## src/fetchPkg.sv

```systemverilog
////////////////////////////////////////////////////////////////////////////
// fetch and memory constants
////////////////////////////////////////////////////////////////////////////

package fetchPkg;

  // address and instruction width, the core is RV32 only
  localparam int xlen = 32;

  // the RAM is mapped as one window starting here
  localparam logic [xlen-1:0] memBase = 32'h8000_0000;
  localparam int memWords = 1024;
  localparam int memAdrBits = 10;

  // instruction queue between the sequencer and the predecoder
  localparam int queueDepth = 4;
  localparam int queuePtrBits = $clog2(queueDepth);

  // major opcodes that the predecoder tells apart, taken from bits 6:0
  typedef enum logic [6:0] {
    opLoad   = 7'b0000011,
    opStore  = 7'b0100011,
    opBranch = 7'b1100011,
    opJal    = 7'b1101111,
    opJalr   = 7'b1100111,
    opLui    = 7'b0110111,
    opAuipc  = 7'b0010111,
    opOpImm  = 7'b0010011,
    opOp     = 7'b0110011,
    opSystem = 7'b1110011
  } opcodeE;

  // predecode class presented with each instruction
  typedef enum logic [3:0] {
    clsLoad, clsStore, clsBranch, clsJal, clsJalr, clsLui,
    clsAuipc, clsOpImm, clsOp, clsSystem, clsCompressed, clsIllegal
  } instrClassE;

endpackage

```

## src/instrQueue.sv

```systemverilog
////////////////////////////////////////////////////////////////////////////
// instruction queue
////////////////////////////////////////////////////////////////////////////

`timescale 1ns/1ns

module instrQueue (
  input  logic                          clk,
  input  logic                          arstN,
  input  logic                          pushValid,
  output logic                          pushReady,
  input  logic [fetchPkg::xlen-1:0]     pushPc,
  input  logic [fetchPkg::xlen-1:0]     pushInstr,
  input  logic                          pushFault,
  output logic                          popValid,
  input  logic                          popReady,
  output logic [fetchPkg::xlen-1:0]     popPc,
  output logic [fetchPkg::xlen-1:0]     popInstr,
  output logic                          popFault
);

  logic [fetchPkg::xlen-1:0]         pcBuf    [fetchPkg::queueDepth];
  logic [fetchPkg::xlen-1:0]         instrBuf [fetchPkg::queueDepth];
  logic                              faultBuf [fetchPkg::queueDepth];
  logic [fetchPkg::queuePtrBits-1:0] wrPtr;
  logic [fetchPkg::queuePtrBits-1:0] rdPtr;
  logic [fetchPkg::queuePtrBits:0]   count;
  logic                              full;
  logic                              pushFire;
  logic                              popFire;

  assign full = (count == (fetchPkg::queuePtrBits+1)'(fetchPkg::queueDepth));
  // a full queue still takes a push when the head leaves in the same cycle
  assign pushReady = ~full | popReady;
  assign popValid = (count != '0);
  assign pushFire = pushValid & pushReady;
  assign popFire = popValid & popReady;

  // the head is read straight from storage
  assign popPc = pcBuf[rdPtr];
  assign popInstr = instrBuf[rdPtr];
  assign popFault = faultBuf[rdPtr];

  always_ff @(posedge clk or negedge arstN) begin
    if (!arstN) begin
      wrPtr <= '0;
      rdPtr <= '0;
      count <= '0;
    end else begin
      if (pushFire) begin
        wrPtr <= (wrPtr == fetchPkg::queuePtrBits'(fetchPkg::queueDepth - 1)) ? '0 : wrPtr + 1'b1;
      end
      if (popFire) begin
        rdPtr <= (rdPtr == fetchPkg::queuePtrBits'(fetchPkg::queueDepth - 1)) ? '0 : rdPtr + 1'b1;
      end
      // count only moves when exactly one side fires
      if (pushFire && !popFire) begin
        count <= count + 1'b1;
      end else if (popFire && !pushFire) begin
        count <= count - 1'b1;
      end
    end
  end

  always_ff @(posedge clk) begin
    if (pushFire) begin
      pcBuf[wrPtr] <= pushPc;
      instrBuf[wrPtr] <= pushInstr;
      faultBuf[wrPtr] <= pushFault;
    end
  end

endmodule

```

## config.mk

```make
export PLATFORM = sky130hd
export DESIGN_NAME = instrQueue
export DESIGN_NICKNAME = d
export VERILOG_FILES = /design/src/fetchPkg.sv /design/src/instrQueue.sv
export SDC_FILE = /design/constraint.sdc
export NUM_CORES = 1
export LEC_CHECK = 0
export BUFFER_PORTS_ARGS = -buffer_cell sky130_fd_sc_hd__buf_2
export CORE_MARGIN = 2
export CORE_UTILIZATION = 55
export CTS_CLUSTER_SIZE = 20
export DETAILED_ROUTE_END_ITERATION = 8
export PLACE_DENSITY = 0.77
export SYNTH_ARGS = -nofsm -noshare
export SYNTH_HDL_FRONTEND = slang
export SYNTH_SLANG_ARGS = --single-unit
```

## constraint.sdc

```tcl
create_clock -name clk -period 2.7 [get_ports clk]
set_input_delay 0.675 -clock clk [delete_from_list [all_inputs] [get_ports clk]]
set_output_delay 0.675 -clock clk [all_outputs]
set_load 0.01 [all_outputs]
```

==> results.md <==
- By startpoint and endpoint, the worst setup path is classified as reg -> out.
- The final route contains 4370 vias.
- The initial antenna violation count is 2.
- The peak supply drop is 834 µV.
- Summed over its instances, the top area cell type makes up 79.6% of the synthesized netlist area.
- The library cell used most frequently in the layout, excluding fill and tap cells, is edfxtp_1.
- TritonCTS built the clock tree.
- Clock-pin slew was measured on the worst setup and hold paths at about 0.060 ns.
- The placement-stage cell area is 10800 µm².
- Based on the critical path, the design can be clocked at up to ~380 MHz.
- The number of nets with antenna violations after detailed routing is 0.
- The final layout contains routed wiring with a total length of 17000 µm.
- The share of cell area taken by muxes after synthesis is 15.3%.
- Counting cells, the worst reg-to-reg path comes to 8.
- The wire length of the first global-routing pass is 25300 µm.
- In this run the critical register-to-register path is captured at count[2].
- The cell with the largest stage delay on the worst path is mux4_2.
- The number of global-route vias before repair was about 4500.
- Entering global routing, the biggest net connects 66 pins.
- Synthesis handed over a netlist of 379 instances.
- The horizontal extent of the die is 138 µm.
- Dividing total power by cell area gives a power density of 1120 nW/µm².
- In the post-synthesis netlist, the biggest area contributors are edfxtp_1 80%, mux4_2 15%, dfrtp_1 1.8%, ha_1 0.77%, buf_6 0.46%.
- The count of port buffers added during placement is about 140.
- The CTS sink count is between 200 and 300.
- The path with the worst hold slack has its endpoint at instrBuf[0][9].
- Setup violations remaining at the end of the flow were counted as 0.
- In this run, synthesis produced a sequential element count of 267.
- The number of placed instances, taps included is 729.
- The worst path needs 2.64 ns of the cycle, external delays included.
- Leaving out fill and tap cells, the most frequent cells in the layout are 260 x edfxtp_1, 128 x buf_2, 65 x mux4_2.
- The worst-case register-to-register setup slack is 0.39 ns.
- The data arrival time of the critical path is 1.97 ns.
- Total power for the finished layout comes to 13.2 mW.
- The netlist uses 20 different library cells.
- Broken down by cell family, the worst path's largest delay share belongs to multiplexers.
- 0 antenna diodes ended up in the layout.
- The slew at the pin closest to its max-slew limit is 1.00 ns.
- The buffer and inverter count on the worst path is 2.
- The reported leakage power is 4.06 nW.
- The congestion estimate from routability-driven global placement came to roughly 0.74.
- The count of placed standard cells in the final layout, fillers left out is a little under 800.
- The cell sitting at the root of the clock tree is a clkbuf_16.
- In the global route stage, overall resource usage came out at 18.1%.
- The cell area after synthesis is just under 10000 µm².
- The min-delay analysis places its worst path in the category in -> reg.
- The net count after synthesis is 455.
- For this run, the share of the core covered by cells in the final layout is 67.9%.
- For this block, the initial DRC count from the detailed router was approximately 310.
- STA puts the critical path data required time at 2.03 ns.
- The final critical path takes up between 90 and 100% of the cycle.
- The final instance area is roughly 12000 µm².
- Along the worst hold path, the cell count comes to 1.
- The CTS buffer count is 25.
- The insertion delay of the later-clocked pin in the worst-skew pair is approximately 0.50 ns.
- Summing the areas of all xor and xnor instances in the mapped netlist gives less than 1% of the synthesized area.
- The category of the worst setup path capture point is a primary output.
- The final HPWL from detailed placement is between 9000 and 10000 µm.
- For this run, the slowest stage of the critical path takes 0.54 ns.
- The tightest hold margin is 0.384 ns.
- In this run the worst path has a maximum fanout of 15.
- The number of max-slew violations in the final report is 0.
- After Yosys synthesis, full adders, half adders and majority gates account for less than 1% of the synthesized area.
- The number of buffers on the longest clock path is 3.
- The worst register-to-register path begins at count[0].
- The height of the die is ~140 µm.
- For this configuration, the core starts out at a cell density of between 50% and 60%.
- The worst relative slew slack is 33.3%.
- The flow ran to the end, and the final reports show no timing, DRC or antenna violations.
- The region available for standard cell placement spans 17400 µm².
- The number of rows in the core area is 48.
- The total overflow left after global routing is 0.
- Max-cap violations in this run came to 0.
- The first detailed-routing pass ran for 4 iterations.
- The number of hold violations in the final report is 0.
- After synthesis, the largest family of logic cells by area is multiplexers.
- Setup repair after global routing could not meet its margin everywhere.
- The maximum clock skew at final layout is ~0.0046 ns.
- For this run, design rule violations remaining after detail routing come to 0.
- The die area is ~19000 µm².
- In the routed layout, each cell is associated on average with a via count of 5.62.
- After synthesis, flip-flops and latches occupy around four fifths of the total area.
- The share of cells above drive strength 1 is 47.1%.
- The sort of element at the start of the critical path is a register.
- The Yosys step of the flow raised 0 warnings.
- The cell taking the most area after synthesis is edfxtp_1.
- The net count of the finished layout is 610.
- The compound-gate portion of the synthesized area is 0.179%.
- The number of H-tree levels is 1.
- The critical path goes through clkbuf_16, mux4_2, buf_2.
- After synthesis, the mean cell area works out to 25.9 µm².
- The worst hold path begins at pushInstr[9].
- The average wire per cell in the routed design is around 22 µm.
- The total I/O pin count is 136.
- The signed area change from the synthesized netlist to the final layout is 20.0%.
- The synthesized netlist devotes less than 1% of its cell area to simple gates.
## Yosys cell counts, drive strengths merged
library cell,number
xnor2,1
edfxtp,260
mux2,3
buf,12
clkbuf,4
nor2,3
mux4,65
and2,1
fa,1
ha,6
o21ai,2
inv,3
xor2,2
and3,4
dfrtp,7
nand3,2
or4b,1
nand2,1
or3,1
## worst max path at each step
| stage | startpoint | to | cells after the start |
|---|---|---|---|
| 6_report | rdPtr[0] | popInstr[1] | 3 |
| 5_1_grt | rdPtr[0] | popInstr[23] | 3 |
| 4_1_cts | rdPtr[0] | popInstr[31] | 3 |
| 3_5_place_dp | popReady | count[1] | 7 |
| 3_3_place_gp | popReady | count[1] | 7 |
| 2_1_floorplan | popReady | count[1] | 7 |
## metal layers
| metal | vias up | wire length, µm | global-route usage (%) |
|---|---|---|---|
| met5 | - | 11 | 0 |
| met2 | 124 | 8640 | 30.2 |
| met1 | 2289 | 6910 | 24.6 |
| li1 | 1932 | - | - |
| met3 | 23 | 1240 | 4.42 |
| met4 | 2 | 233 | 4.07 |
## kinds of logic (layout without fill, tap and decap cells)
family	after synthesis	in the layout
and+or+nand+nor	13	13
xor gates and xnor gates	3	3
DFF	267	267
muxes	68	68
adders and majority gates	7	7
buffers and inverters	19	192
AOI/OAI and AO/OA	2	2
## metrics by stage
step	TNS [ns]	setup WS, ns
final	0	0.0584
after global routing	-0.117	-0.0266
after CTS	0	0.00441
after detailed placement	0	0.143
after global placement	0	0.190
after floorplan	0	0.195
## cell type report
type | count | area (µm²)
tap | 225 | 282
inverter | 3 | 11.3
clock buffer | 32 | 682
multi-input combinational | 93 | 1730
fill | 1043 | 5580
timing repair buffer | 144 | 868
clock inverter | 13 | 213
sequential | 267 | 7990
## registers in the layout, summed over array words and instances (netlist names)
register and count:
faultBuf 4, wrPtr 2, instrBuf 128, rdPtr 2
pcBuf 128, count 3
## worst reg2reg max path: cells and delay by family (launching register included)
kind	cells	cell delay [ns]
and+or+nand+nor	3	0.79
DFF	1	0.43
xor gates and xnor gates	2	0.35
buffers and inverters	1	0.06
adders and majority gates	2	0.59
## power by group
part | leakage [nW] | switching, mW | internal [mW]
sequential | 2.47 | 0.269 | 5.45
combinational | 1.16 | 1.93 | 1.86
clock | 0.442 | 1.38 | 2.35
## what timing repair did
action                                  in CTS  in global routing
pin swaps                                    0                  0
hold buffers                                 1                  0
endpoints found under the setup margin       6                 20
cloned                                       0                  1
endpoints found under the hold margin        7                  0
setup buffers                                1                  0
resized for setup                            1                  7
Note: power is estimated with default switching activity, not from simulation.
