<file path="src/axiPkg.sv">
////////////////////////////////////////////////////////////////////////////
// AXI4-Lite widths and codes
////////////////////////////////////////////////////////////////////////////

package axiPkg;

  // address and data widths of every AXI4-Lite port in the subsystem
  localparam int axiAdrW = 32;
  localparam int axiDataW = 32;

  // one strobe bit per data byte
  localparam int axiStrbW = axiDataW / 8;

  // only the two responses that the memory can return are listed
  // okay for a normal access, slave error for an access outside the window
  typedef enum logic [1:0] {
    respOkay   = 2'd0,
    respSlvErr = 2'd2
  } respE;

endpackage

</file>
<file path="src/fetchPkg.sv">
////////////////////////////////////////////////////////////////////////////
// fetch and memory constants
////////////////////////////////////////////////////////////////////////////

package fetchPkg;

  // address and instruction width, the core is RV32 only
  localparam int xlen = 32;

  // the RAM is mapped as one window starting here
  localparam logic [xlen-1:0] memBase = 32'h8000_0000;
  localparam int memWords = 1024;
  localparam int memAdrBits = 10;

  // instruction queue between the sequencer and the predecoder
  localparam int queueDepth = 4;
  localparam int queuePtrBits = $clog2(queueDepth);

  // major opcodes that the predecoder tells apart, taken from bits 6:0
  typedef enum logic [6:0] {
    opLoad   = 7'b0000011,
    opStore  = 7'b0100011,
    opBranch = 7'b1100011,
    opJal    = 7'b1101111,
    opJalr   = 7'b1100111,
    opLui    = 7'b0110111,
    opAuipc  = 7'b0010111,
    opOpImm  = 7'b0010011,
    opOp     = 7'b0110011,
    opSystem = 7'b1110011
  } opcodeE;

  // predecode class presented with each instruction
  typedef enum logic [3:0] {
    clsLoad, clsStore, clsBranch, clsJal, clsJalr, clsLui,
    clsAuipc, clsOpImm, clsOp, clsSystem, clsCompressed, clsIllegal
  } instrClassE;

endpackage

</file>
<file path="src/fetchSeq.sv">
////////////////////////////////////////////////////////////////////////////
// fetch sequencer
////////////////////////////////////////////////////////////////////////////

`timescale 1ns/1ns

module fetchSeq (
  input  logic                          clk,
  input  logic                          arstN,
  // fresh start from the outside
  input  logic                          start,
  input  logic [fetchPkg::xlen-1:0]     startPc,
  output logic                          busy,
  // read master towards the instruction memory
  output logic                          arvalid,
  input  logic                          arready,
  output logic [axiPkg::axiAdrW-1:0]    araddr,
  input  logic                          rvalid,
  output logic                          rready,
  input  logic [axiPkg::axiDataW-1:0]   rdata,
  input  axiPkg::respE                  rresp,
  // queue push side
  output logic                          pushValid,
  input  logic                          pushReady,
  output logic [fetchPkg::xlen-1:0]     pushPc,
  output logic [fetchPkg::xlen-1:0]     pushInstr,
  output logic                          pushFault
);

  // idle waits for start, addr drives the AR request, data waits for R
  typedef enum logic [1:0] {
    seqIdle,
    seqAddr,
    seqData
  } seqStateE;

  seqStateE                    state;
  logic [fetchPkg::xlen-1:0]   pc;
  logic [fetchPkg::xlen-1:0]   pcStep;
  logic                        rFire;
  logic                        rFault;

  // only one read is ever in flight, so the PC is also the read address
  assign busy = (state != seqIdle);
  assign arvalid = (state == seqAddr);
  assign araddr = pc;

  // R is taken only when the queue can take the entry in the same cycle
  assign rready = (state == seqData) & pushReady;
  assign rFire = rvalid & rready;
  assign rFault = (rresp == axiPkg::respSlvErr);

  // the response is forwarded straight into the queue
  assign pushValid = (state == seqData) & rvalid;
  assign pushPc = pc;
  assign pushInstr = rdata;
  assign pushFault = rFault;

  // low bits other than 11 mark a compressed instruction
  assign pcStep = (rdata[1:0] == 2'b11) ? fetchPkg::xlen'(4) : fetchPkg::xlen'(2);

  always_ff @(posedge clk or negedge arstN) begin
    if (!arstN) begin
      state <= seqIdle;
      pc <= '0;
    end else begin
      case (state)
        seqIdle: begin
          // a start while busy is ignored
          if (start) begin
            pc <= startPc;
            state <= seqAddr;
          end
        end
        seqAddr: begin
          if (arready) begin
            state <= seqData;
          end
        end
        seqData: begin
          if (rFire) begin
            // fetching stops at the first fault and busy falls
            if (rFault) begin
              state <= seqIdle;
            end else begin
              pc <= pc + pcStep;
              state <= seqAddr;
            end
          end
        end
        default: begin
          state <= seqIdle;
        end
      endcase
    end
  end

endmodule

</file>
<file path="config.mk">
export PLATFORM = sky130hd
export DESIGN_NAME = fetchSeq
export DESIGN_NICKNAME = d
export VERILOG_FILES = /design/src/axiPkg.sv /design/src/fetchPkg.sv /design/src/fetchSeq.sv
export SDC_FILE = /design/constraint.sdc
export NUM_CORES = 1
export LEC_CHECK = 0
export ABC_AREA = 1
export ABC_CLOCK_PERIOD_IN_PS = 1820
export BUFFER_PORTS_ARGS = -buffer_cell sky130_fd_sc_hd__buf_4
export CAP_MARGIN = 5
export CORE_UTILIZATION = 41
export CTS_BUF_LIST = sky130_fd_sc_hd__clkbuf_16
export CTS_CLUSTER_DIAMETER = 60
export DETAILED_ROUTE_END_ITERATION = 8
export GPL_TIMING_DRIVEN = 0
export PLACE_DENSITY = 0.78
export SYNTH_ARGS = -nofsm -noshare
export SYNTH_HDL_FRONTEND = slang
export SYNTH_SLANG_ARGS = --single-unit
</file>
<file path="constraint.sdc">
create_clock -name clk -period 1.82 [get_ports clk]
set_input_delay 0.273 -clock clk [delete_from_list [all_inputs] [get_ports clk]]
set_output_delay 0.273 -clock clk [all_outputs]
set_load 0.02 [all_outputs]
</file>
==> results.md <==
- After routing the design area is 0.00459 mm^2.
- The sequential element share of the synthesized area is a little over a quarter.
- The residual antenna-violating net count after detailed routing is 0.
- The worst endpoint required time is 1970 ps.
- The routed layout has 3682 vias.
- The gate count after technology mapping is 520.
- The routed via count divided by cell count is about 4.7.
- Summed over all instances, the cell type with the most area after synthesis is sky130_fd_sc_hd__dfrtp_1.
- The worst-margin pin slew is 576 ps.
- The clock insertion delay at the later pin of the skew report is 270 ps.
- The async set-reset flop share out of synthesis is 100%.
- Across the run, the number of max-cap violations was 0.
- For this design the static power due to leakage is ~0.0025 uW.
- The number of CTS-inserted buffers is 5.
- Leaving out filler cells and counting taps, the final layout contains about 780.
- The synthesized cell area is around 0.0031 mm^2.
- The total cell area at the placement stage is 0.00433 mm^2.
- Cells with a size suffix above 1 make up between 30% and 40% of the layout.
- The tightest slew margin relative to the limit is roughly three fifths.
- The overall routing resource usage is between 20% and 30%.
- The tree is rooted in a sky130_fd_sc_hd__clkbuf_16.
- Counting every net in the synthesized netlist gives between 500 and 600.
- For this run, the detailed router's first-pass iteration total came to 5.
- STA classifies the critical path startpoint as a flip-flop.
- Ranked by total cell area, the synthesized netlist is headed by sky130_fd_sc_hd__dfrtp_1, sky130_fd_sc_hd__nand2_1, sky130_fd_sc_hd__buf_4.
- The count of final max-slew check failures is 0.
- After detailed routing, the average wire length per cell comes to 13.1 um.
- Cells fill between 60% and 70% of the core in the end.
- The share of the synthesized area in the top cell type is a little over a quarter.
- STA classifies the critical path endpoint as a flip-flop.
- TritonCTS built the clock tree.
- The total power per unit cell area is about 1700 mW/mm^2.
- The most instantiated flip-flop cell in the synthesis netlist is sky130_fd_sc_hd__dfrtp_1.
- The commonest non-fill, non-tap cell in the layout is sky130_fd_sc_hd__buf_4.
- Measured along the x axis, the die boundary spans ~89 um.
- The number of antenna cells inserted is 0.
- The core area is between 0.007 and 0.008 mm^2.
- Port buffering added 142 buffers.
- The final critical path takes up 95.2% of the cycle.
- The area added between synthesis and finish is 46.3%.
- After synthesis the netlist holds a flip-flop and latch count of 34.
- The initial antenna violation count is 0.
- In this run the worst hold path is classified as in -> reg.
- The post-detailed-route DRC marker count is 0.
- The clock tree skew after final layout is approximately 7.9 ps.
- VDD sags by at most approximately 0.00096 V.
- The global-route wire length before repair is roughly 16 mm.
- The maximum clock frequency is 577 MHz.
- The chip height is about 89 um.
- The overflow left after global routing is 0.
- The fill cell total of the finished layout is about 700.
- The worst setup path is of the reg -> reg kind.
- The count of placed standard cells including taps is approximately 760.
- The post-DP HPWL is 7.90 mm.
- The total power is ~7900 uW.
- Yosys mapped a number of flops with a built-in enable equal to 0.
- Along the worst path, the maximum fanout reaches 6.
- The total negative slack for setup checks is 0 ps.
- The signal arrival time at the worst endpoint is ~1900 ps.
- In the layout the commonest cells are sky130_fd_sc_hd__buf_4, sky130_fd_sc_hd__nand2_1, sky130_fd_sc_hd__nor2_1.
- The global placer's final weighted congestion is between 0.8 and 0.9.
- The smallest clock period supported by the final layout is computed as ~1700 ps.
- Once the floorplan was initialized, standard cells occupied a little over two fifths of the core.
- The clock passes through at most 2 buffers.
- between 150 and 200 I/O pins were placed.
- The clock edge transition at the registers on the reported setup and hold paths is 60 ps.
- Synthesis instantiated 26 different standard cells from the library.
- The via count of the first global-routing pass is 3293.
- The run finished with clean final reports.
- The cell row count is 31.
- The die covers approximately 0.0080 mm^2.
- Summed over all layers, the routed wires come to just over 10 mm.
- Setup violations remaining at the end of the flow were counted as 0.
- The level count of the clock H-tree is 2.
- Entering global routing, the biggest net connects 35 pins.
- The initial DRC count is 164.
- The clock sink total is 34.
- Yosys printed 0 warnings.
- The synthesized area per cell is 6.03 um^2.
- The count of final hold-check violations is 0.
- The number of nets in the layout is ~750.
## power by group
group | total, uW | internal [uW] | switching [uW]
Sequential | 1800 | 1150 | 651
Clock | 801 | 492 | 309
Combinational | 5340 | 2320 | 3020
## routing by layer
metal	share of wire (%)	global-route usage, %	up-vias
met2	49	45.2	155
li1	-	-	1850
met1	43	34.4	1671
met4	0.71	4.04	0
met5	0	0	-
met3	7.4	3.51	6
## synth_stat cells (all sizes together) (6+ instances only)
cell type / n
nor2: 97
buf: 74
o21ai: 17
dfrtp: 34
inv: 48
nand3: 33
a21oi: 9
nand2: 180
or2: 6
## critical path: stages, from the launching register on
cell	delay, ps
sky130_fd_sc_hd__dfrtp_2	420
sky130_fd_sc_hd__ha_4	170
sky130_fd_sc_hd__fa_2	350
sky130_fd_sc_hd__nand2_2	80
sky130_fd_sc_hd__nor2_2	50
sky130_fd_sc_hd__nand2_4	130
sky130_fd_sc_hd__buf_12	110
sky130_fd_sc_hd__nor2_1	30
sky130_fd_sc_hd__nand2_1	70
sky130_fd_sc_hd__nand3_1	70
sky130_fd_sc_hd__nand2_1	80
sky130_fd_sc_hd__o21ai_1	50
## state kept, by name, indices dropped and copies added, names as in the netlist
signal / cells
state: 2
araddr: 32
## repair_timing
item | in CTS | in global routing
pin swaps | 2 | 6
setup buffers | 3 | 3
resized for setup | 7 | 13
hold endpoints to repair | 34 | 0
hold buffers | 1 | 0
setup endpoints to repair | 11 | 20
## kinds of logic after synthesis
kind of cell | Yosys count | synth area share, %
AO/OA/AOI/OAI | 33 | 5.71
XOR/XNOR | 6 | 1.68
adder cells (fa/ha/maj) | 3 | 1.44
buffers and inverters | 125 | 23.4
flip-flops | 34 | 27.1
AND/OR/NAND/NOR | 319 | 40.7
## metrics by stage
step / hold slack, ps / worst slack [ps]
6_report: 238 / 87.8
5_1_grt: 272 / -9.22
4_1_cts: 241 / 0.579
3_5_place_dp: 262 / -193
3_3_place_gp: 261 / -164
2_1_floorplan: -22.6 / 2.49
## final cells by class
type / count / area, um^2 / area share, %
clock buffers: 5 / 125 / 2.73
plain buffers: 77 / 554 / 12.1
flip-flops and latches: 34 / 853 / 18.6
repair buffers: 149 / 1130 / 24.7
well taps: 99 / 124 / 2.70
clock inverters: 3 / 11.3 / 0.245
inverters: 48 / 180 / 3.93
multi-input cells: 361 / 1610 / 35.0
## path summary, 6_finish.rpt
| kind | from | to | slack (ps) | cells after the start |
|---|---|---|---|---|
| min | startPc[0] | araddr[0] | 240 | 3 |
| max in group asynchronous | arstN | araddr[2] | 960 | 2 |
| max | araddr[1] | araddr[17] | 90 | 11 |
| max reg2reg | araddr[1] | araddr[17] | 90 | 11 |
| min in group asynchronous | arstN | araddr[3] | 520 | 2 |
| min reg2reg | araddr[31] | araddr[31] | 570 | 2 |
Note: power is estimated with default switching activity, not from simulation.
