<file path="src/fetchPkg.sv">
////////////////////////////////////////////////////////////////////////////
// fetch and memory constants
////////////////////////////////////////////////////////////////////////////

package fetchPkg;

  // address and instruction width, the core is RV32 only
  localparam int xlen = 32;

  // the RAM is mapped as one window starting here
  localparam logic [xlen-1:0] memBase = 32'h8000_0000;
  localparam int memWords = 1024;
  localparam int memAdrBits = 10;

  // instruction queue between the sequencer and the predecoder
  localparam int queueDepth = 4;
  localparam int queuePtrBits = $clog2(queueDepth);

  // major opcodes that the predecoder tells apart, taken from bits 6:0
  typedef enum logic [6:0] {
    opLoad   = 7'b0000011,
    opStore  = 7'b0100011,
    opBranch = 7'b1100011,
    opJal    = 7'b1101111,
    opJalr   = 7'b1100111,
    opLui    = 7'b0110111,
    opAuipc  = 7'b0010111,
    opOpImm  = 7'b0010011,
    opOp     = 7'b0110011,
    opSystem = 7'b1110011
  } opcodeE;

  // predecode class presented with each instruction
  typedef enum logic [3:0] {
    clsLoad, clsStore, clsBranch, clsJal, clsJalr, clsLui,
    clsAuipc, clsOpImm, clsOp, clsSystem, clsCompressed, clsIllegal
  } instrClassE;

endpackage

</file>
<file path="src/instrDecode.sv">
////////////////////////////////////////////////////////////////////////////
// predecode output stage
////////////////////////////////////////////////////////////////////////////

`timescale 1ns/1ns

module instrDecode (
  input  logic                          clk,
  input  logic                          arstN,
  // queue head
  input  logic                          popValid,
  output logic                          popReady,
  input  logic [fetchPkg::xlen-1:0]     popPc,
  input  logic [fetchPkg::xlen-1:0]     popInstr,
  input  logic                          popFault,
  // consumer side
  output logic                          instrValid,
  input  logic                          instrReady,
  output logic [fetchPkg::xlen-1:0]     instrPc,
  output logic [fetchPkg::xlen-1:0]     instr,
  output fetchPkg::instrClassE          instrCls,
  output logic                          instrFault
);

  logic                     popFire;
  fetchPkg::instrClassE     popCls;

  // compressed detection comes first, then the major opcode
  function automatic fetchPkg::instrClassE classify(input logic [fetchPkg::xlen-1:0] ins);
    fetchPkg::instrClassE cls;
    if (ins[1:0] != 2'b11) begin
      cls = fetchPkg::clsCompressed;
    end else begin
      case (fetchPkg::opcodeE'(ins[6:0]))
        fetchPkg::opLoad:   cls = fetchPkg::clsLoad;
        fetchPkg::opStore:  cls = fetchPkg::clsStore;
        fetchPkg::opBranch: cls = fetchPkg::clsBranch;
        fetchPkg::opJal:    cls = fetchPkg::clsJal;
        fetchPkg::opJalr:   cls = fetchPkg::clsJalr;
        fetchPkg::opLui:    cls = fetchPkg::clsLui;
        fetchPkg::opAuipc:  cls = fetchPkg::clsAuipc;
        fetchPkg::opOpImm:  cls = fetchPkg::clsOpImm;
        fetchPkg::opOp:     cls = fetchPkg::clsOp;
        fetchPkg::opSystem: cls = fetchPkg::clsSystem;
        default:            cls = fetchPkg::clsIllegal;
      endcase
    end
    return cls;
  endfunction

  // the single register takes a new entry when empty or when it is being emptied
  assign popReady = ~instrValid | instrReady;
  assign popFire = popValid & popReady;

  // a faulted entry carries no usable instruction
  assign popCls = popFault ? fetchPkg::clsIllegal : classify(popInstr);

  always_ff @(posedge clk or negedge arstN) begin
    if (!arstN) begin
      instrValid <= 1'b0;
    end else if (popFire) begin
      instrValid <= 1'b1;
    end else if (instrReady) begin
      instrValid <= 1'b0;
    end
  end

  always_ff @(posedge clk) begin
    if (popFire) begin
      instrPc <= popPc;
      instrCls <= popCls;
      instrFault <= popFault;
      if (popFault) begin
        instr <= '0;
      end else begin
        instr <= popInstr;
      end
    end
  end

endmodule

</file>
<file path="config.mk">
export PLATFORM = sky130hd
export DESIGN_NAME = instrDecode
export DESIGN_NICKNAME = d
export VERILOG_FILES = /design/src/fetchPkg.sv /design/src/instrDecode.sv
export SDC_FILE = /design/constraint.sdc
export NUM_CORES = 1
export LEC_CHECK = 0
export ABC_AREA = 1
export BUFFER_PORTS_ARGS = -buffer_cell sky130_fd_sc_hd__buf_4
export CAP_MARGIN = 15
export CORE_ASPECT_RATIO = 1.4
export CORE_MARGIN = 2
export CORE_UTILIZATION = 47
export CTS_CLUSTER_DIAMETER = 200
export DETAILED_ROUTE_END_ITERATION = 12
export GPL_ROUTABILITY_DRIVEN = 0
export GPL_TIMING_DRIVEN = 1
export PLACE_DENSITY = 0.84
export SLEW_MARGIN = 20
export SYNTH_ARGS = -nofsm -noshare
export SYNTH_HDL_FRONTEND = slang
export SYNTH_SLANG_ARGS = --single-unit
</file>
<file path="constraint.sdc">
create_clock -name clk -period 9.85 [get_ports clk]
set_input_delay 1.97 -clock clk [delete_from_list [all_inputs] [get_ports clk]]
set_output_delay 1.97 -clock clk [all_outputs]
set_load 0.01 [all_outputs]
</file>
==> out/metrics.yaml, run 1 <==
slew_headroom: 0.444
grt_pass1_wl_um: 8690
clkLatencyLatePin_ns: 0.33
core_area_sq_um: 5410
fillers: 377
first_pass_iters: 4
hpwl_um: 4510
synthAdderAreaFrac: 0
grt_pass1_vias: 1793
grt-ovfl-total: 0
syn_area_sq_um: 2590
start_kind: "input port"
setup_ws_ns: 5.45
hold_viol: 0
cts_num_sinks: 70
power_leakage_nw: 1.81
placed_area_sq_um: 3720
cts_resized: 0
die_area_sq_um: 6120
io_pins: 140
crit_arrival_ns: 2.43
internal_power_uw: 536
reg2reg_slack_ns: 8.16
port_buffers: 139
clock_path_buffers: 2
synth_top_family_by_area: "simple AND/OR/NAND/NOR gates"
pre_cts_slack_ns: 5.45
syn_nets: 259
p_switching_uw: 141
avgSynthCellArea_sq_um: 13.6
crit_fanout: 2
yosys_warnings: 0
drtIter0Drc: 146
h-tree-depth: 3
tritoncts: "done"
p_comb_frac: 0.113
drive_gt1_frac: 0.494
root_buffer: "clkbuf_8"
rsz0062_at_grt: "no"
track_usage: 0.200
fin_crit_ns: 4.40
chipWidth_um: 66.7
path_class: "input port to output pin"
ant_nets: 0
end_kind: "output pin"
drt-wirelength-per-cell_um: 14.6
skew_ns: 0.00917
switching_share: 0.208
max_freq_ghz: 0.227
muxShareOfSynthArea: 0
drcViolationCount: 0
cts_made_buffers: 9
synth_compound_gate_area_share: 0.0106
synth_cells: 190
num_antenna_cells: 0
crit_required_ns: 7.88
cts_setup_buffers: 0
post-route-period-util: 0.447
reg2regPathDepth: 2
crit_path_end: "popReady"
yosysSeqAreaShare: 0.810
final_util: 0.728
synth_seq_cells: 70
rows: 32
finalSetupTns_ns: 0
cts_hold_buffers: 0
tightest_slew_ns: 0.833
reg2reg_to: "instr[12]"
design_area_sq_um: 3940
whs_ns: 0.616
yosys.area_share.simple: 0.118
critPathLaunch: "instrReady"
clkTransAtPathRegs_ns: 0.07
start_util: 0.479
vdd_drop_max_mv: 0.0998
nNetsFinal: 406
power_density_nw_per_um2: 172
wl_um: 5970
hold_class: "flop to flop"
yosysUniqueCellTypes: 14
finalMaxSlewViolations: 0
dieHeight_um: 91.8
status: "completed"
synth_xor_area_frac: 0
reg2reg_from: "instrValid"
cap_viol_max_count: 0
viasPerCell: 4.57
power_frac_seq: 0.520
antenna_found_initial: 0
final-setup-viol-count: 0
vias: 1875
syn_to_final_growth_pct: 52.2
clkPwrFrac: 0.367
grt_max_degree: 70
==> cells by family after synthesis <==
logic type             after synthesis
DFF                                 70
buffers and inverters               42
AOI/OAI and AO/OA                    5
and+or+nand+nor                     73
==> cell type report <==
class / count / area (sq um) / share of cell area
multi-input cells: 78 / 344 / 0.0874
clock buffers: 12 / 145 / 0.0369
clock inverters: 4 / 72.6 / 0.0184
well taps: 68 / 85.1 / 0.0216
flip-flops and latches: 70 / 2100 / 0.533
inverters: 38 / 143 / 0.0362
repair buffers: 140 / 1050 / 0.267
==> state kept, by name, indices dropped and copies added, names as in the netlist <==
register and count:
instrPc 32, instrFault 1, instrValid 1, instr 32
instrCls 4
==> metrics by stage <==
| step | total power [mW] | std cells |
|---|---|---|
| floorplan | 0.385 | 190 |
| global placement | 0.432 | 394 |
| detailed placement | 0.436 | 394 |
| CTS | 0.683 | 410 |
| global route | 0.701 | 410 |
| finish | 0.677 | 410 |
==> synth_stat cells (all sizes together) <==
cell	number	area, sq um
o211ai	1	7.51
nand3	5	25.0
inv	38	143
clkbuf	4	15.0
nand2	21	93.8
o21ai	1	5.00
edfxtp	69	2070
nand4	1	6.26
a21oi	3	15.0
nor2	46	180
dfrtp	1	25.0
==> routing by layer <==
layer	track usage	up-vias	routed length [um]
li1	-	912	-
met2	0.363	89	3420
met3	0.0479	11	537
met5	0	-	0
met4	0.104	0	123
met1	0.206	863	1880
==> cells in the final DEF (no fill, tap or decap), types with 2 or more instances in the layout <==
master	count
a21oi_1	2
buf_4	140
bufinv_16	2
clkbuf_1	2
clkbuf_8	10
edfxtp_1	69
inv_1	33
inv_2	5
nand2_1	15
nand2_2	6
nand3_1	5
nor2_1	43
nor2_2	3
==> worst min-delay path by stage <==
stage | startpoint | endpoint | slack [ns] | depth (start not counted)
6_report | instrValid | instrValid | 0.62 | 2
5_1_grt | instrValid | instrValid | 0.66 | 2
4_1_cts | instrValid | instrValid | 0.62 | 2
3_5_place_dp | instrValid | instrValid | 0.61 | 2
3_3_place_gp | instrValid | instrValid | 0.56 | 2
2_1_floorplan | instrValid | instrValid | 0.61 | 2
==> power by group through the flow <==
stage | clock network [mW] | registers, mW | logic, mW
floorplan | 0 | 0.369 | 0.0168
global placement | 0 | 0.358 | 0.0741
detailed placement | 0 | 0.359 | 0.0770
CTS | 0.253 | 0.352 | 0.0772
global route | 0.265 | 0.353 | 0.0829
finish | 0.249 | 0.352 | 0.0762
==> critical path, cell delays in order <==
cell     delay (ns)
buf_4          0.11
inv_1          0.12
nand2_1        0.09
buf_4          0.15
Note: power is estimated with default switching activity, not from simulation.
==> inputs of run 2 (changes only) <==
CORE_UTILIZATION = 44   (was 47)
PLACE_DENSITY = 0.79   (was 0.84)
clock period = 4.1 ns   (was 9.85 ns; I/O delays follow)
==> out/metrics.yaml, run 2 (synthesis results as in run 1) <==
end_kind: "output pin"  # unchanged
cts_made_buffers: 9  # unchanged
reg2reg_slack_ns: 2.46  # was 8.16 ns
finalSetupTns_ns: 0  # unchanged
cap_viol_max_count: 0  # unchanged
first_pass_iters: 4  # unchanged
drive_gt1_frac: 0.494  # unchanged
power_density_nw_per_um2: 408  # was 172 nW/um^2
core_area_sq_um: 5780  # was 5410 sq um
start_kind: "input port"  # unchanged
tritoncts: "done"  # unchanged
vdd_drop_max_mv: 0.209  # was 0.0998 mV
mostFrequentLayoutCells: "buf_4, edfxtp_1, nor2_1"  # unchanged
nNetsFinal: 406  # unchanged
reg_top3: "instrPc: 32 flops, instr: 32 flops, instrCls: 4 flops"  # unchanged
num_antenna_cells: 0  # unchanged
crit_arrival_ns: 1.24  # was 2.43 ns
chipWidth_um: 68.8  # was 66.7 um
clock_path_buffers: 2  # unchanged
status: "completed"  # unchanged
layout_commonest_cell: "buf_4"  # unchanged
max_stage_delay_ns: 0.14  # was 0.15 ns
cpMaxStageDelayCell: "buf_4"  # unchanged
hold_class: "input port to asynchronous set/reset pin"  # was flop to flop
drcViolationCount: 0  # unchanged
power_leakage_nw: 1.80  # was 1.81 nW
grt-ovfl-total: 0  # unchanged
tightest_slew_ns: 0.841  # was 0.833 ns
cts_num_sinks: 70  # unchanged
io_pins: 140  # unchanged
vias: 1856  # was 1875
grt_pass1_vias: 1647  # was 1793
final-setup-viol-count: 0  # unchanged
clkLatencyLatePin_ns: 0.32  # was 0.33 ns
critical_path_buf_inv_count: 3  # unchanged
hold_viol: 0  # unchanged
drtIter0Drc: 176  # was 146
path_class: "input port to output pin"  # unchanged
power_mw: 1.60  # was 677 uW
ant_nets: 0  # unchanged
dieHeight_um: 94.7  # was 91.8 um
crit_fanout: 2  # unchanged
viasPerCell: 4.50  # was 4.57
crit_top_cell: "buf_4"  # unchanged
die_area_sq_um: 6520  # was 6120 sq um
finalMaxSlewViolations: 0  # unchanged
start_util: 0.448  # was 0.479
crit_required_ns: 3.28  # was 7.88 ns
port_buffers: 139  # unchanged
wl_um: 5580  # was 5970 um
grt_max_degree: 70  # unchanged
track_usage: 0.171  # was 0.200
cts_resized: 0  # unchanged
syn_to_final_growth_pct: 52.1  # was 52.2%
fin_crit_ns: 2.06
path_cells: "buf_4 > inv_1 > nand2_1 > buf_4"  # unchanged
fillers: 429  # was 377
drt-wirelength-per-cell_um: 13.6  # was 14.6 um
skew_ns: 0.00549  # was 0.00917 ns
cts_setup_buffers: 0  # unchanged
cts_hold_buffers: 0  # unchanged
max_freq_ghz: 0.484
rows: 33  # was 32
hpwl_um: 4120  # was 4510 um
grt_pass1_wl_um: 7750  # was 8690 um
root_buffer: "clkbuf_8"  # unchanged
rsz0062_at_grt: "no"  # unchanged
cp_top_family: "buffers and inverters"  # unchanged
post-route-period-util: 0.504
antenna_found_initial: 0  # unchanged
h-tree-depth: 3  # unchanged
clkTransAtPathRegs_ns: 0.07  # about the same
slew_headroom: 0.439  # was 0.444
==> run 2: cell count changes in the layout (fill, tap and decap cells not counted), sizes merged <==
cell / change
clkbuf: -3
clkinv: +3
==> run 2: power by group <==
| part | internal [mW] | total [mW] | leakage (nW) | switching [mW] |
|---|---|---|---|---|
| registers | 0.834 | 0.845 | 0.673 | 0.0111 |
| clock network | 0.338 | 0.577 | 0.104 | 0.239 |
| logic | 0.0956 | 0.182 | 1.03 | 0.0862 |
==> run 2: worst paths after layout <==
kind                            startpoint           to  cells past startpoint
worst max-delay path            instrReady     popReady                      4
worst min-delay path                 arstN   instrValid                      1
worst max register to register  instrValid  instrPc[29]                      2
worst min register to register  instrValid   instrValid                      2
max in group asynchronous            arstN   instrValid                      1
min in group clk                instrValid   instrValid                      2
==> run 2: cell type report <==
type	count	area [sq um]	share of cell area
flip-flops and latches	70	2100	0.533
clock buffers	9	124	0.0315
well taps	70	87.6	0.0223
inverters	38	143	0.0362
multi-input cells	78	344	0.0874
clock inverters	7	88.8	0.0226
repair buffers	140	1050	0.267
==> run 2: stage by stage <==
stage / setup slack (ns) / area, sq um / hold slack [ns] / std cells / util
6_report: 2.04 / 3940 / 0.257 / 412 / 0.681
2_1_floorplan: 0.783 / 2590 / 0.524 / 190 / -
3_3_place_gp: 1.98 / 3720 / 0.563 / 396 / 0.644
3_5_place_dp: 1.95 / 3720 / 0.575 / 396 / 0.644
4_1_cts: 2.04 / 3940 / 0.239 / 412 / 0.681
5_1_grt: 2.02 / 3940 / 0.226 / 412 / 0.681
==> run 2: metal layers <==
layer,GRT usage,wire length (um)
met1,0.180,1920
met2,0.292,3030
met3,0.0524,433
met4,0.0997,207
met5,0,0
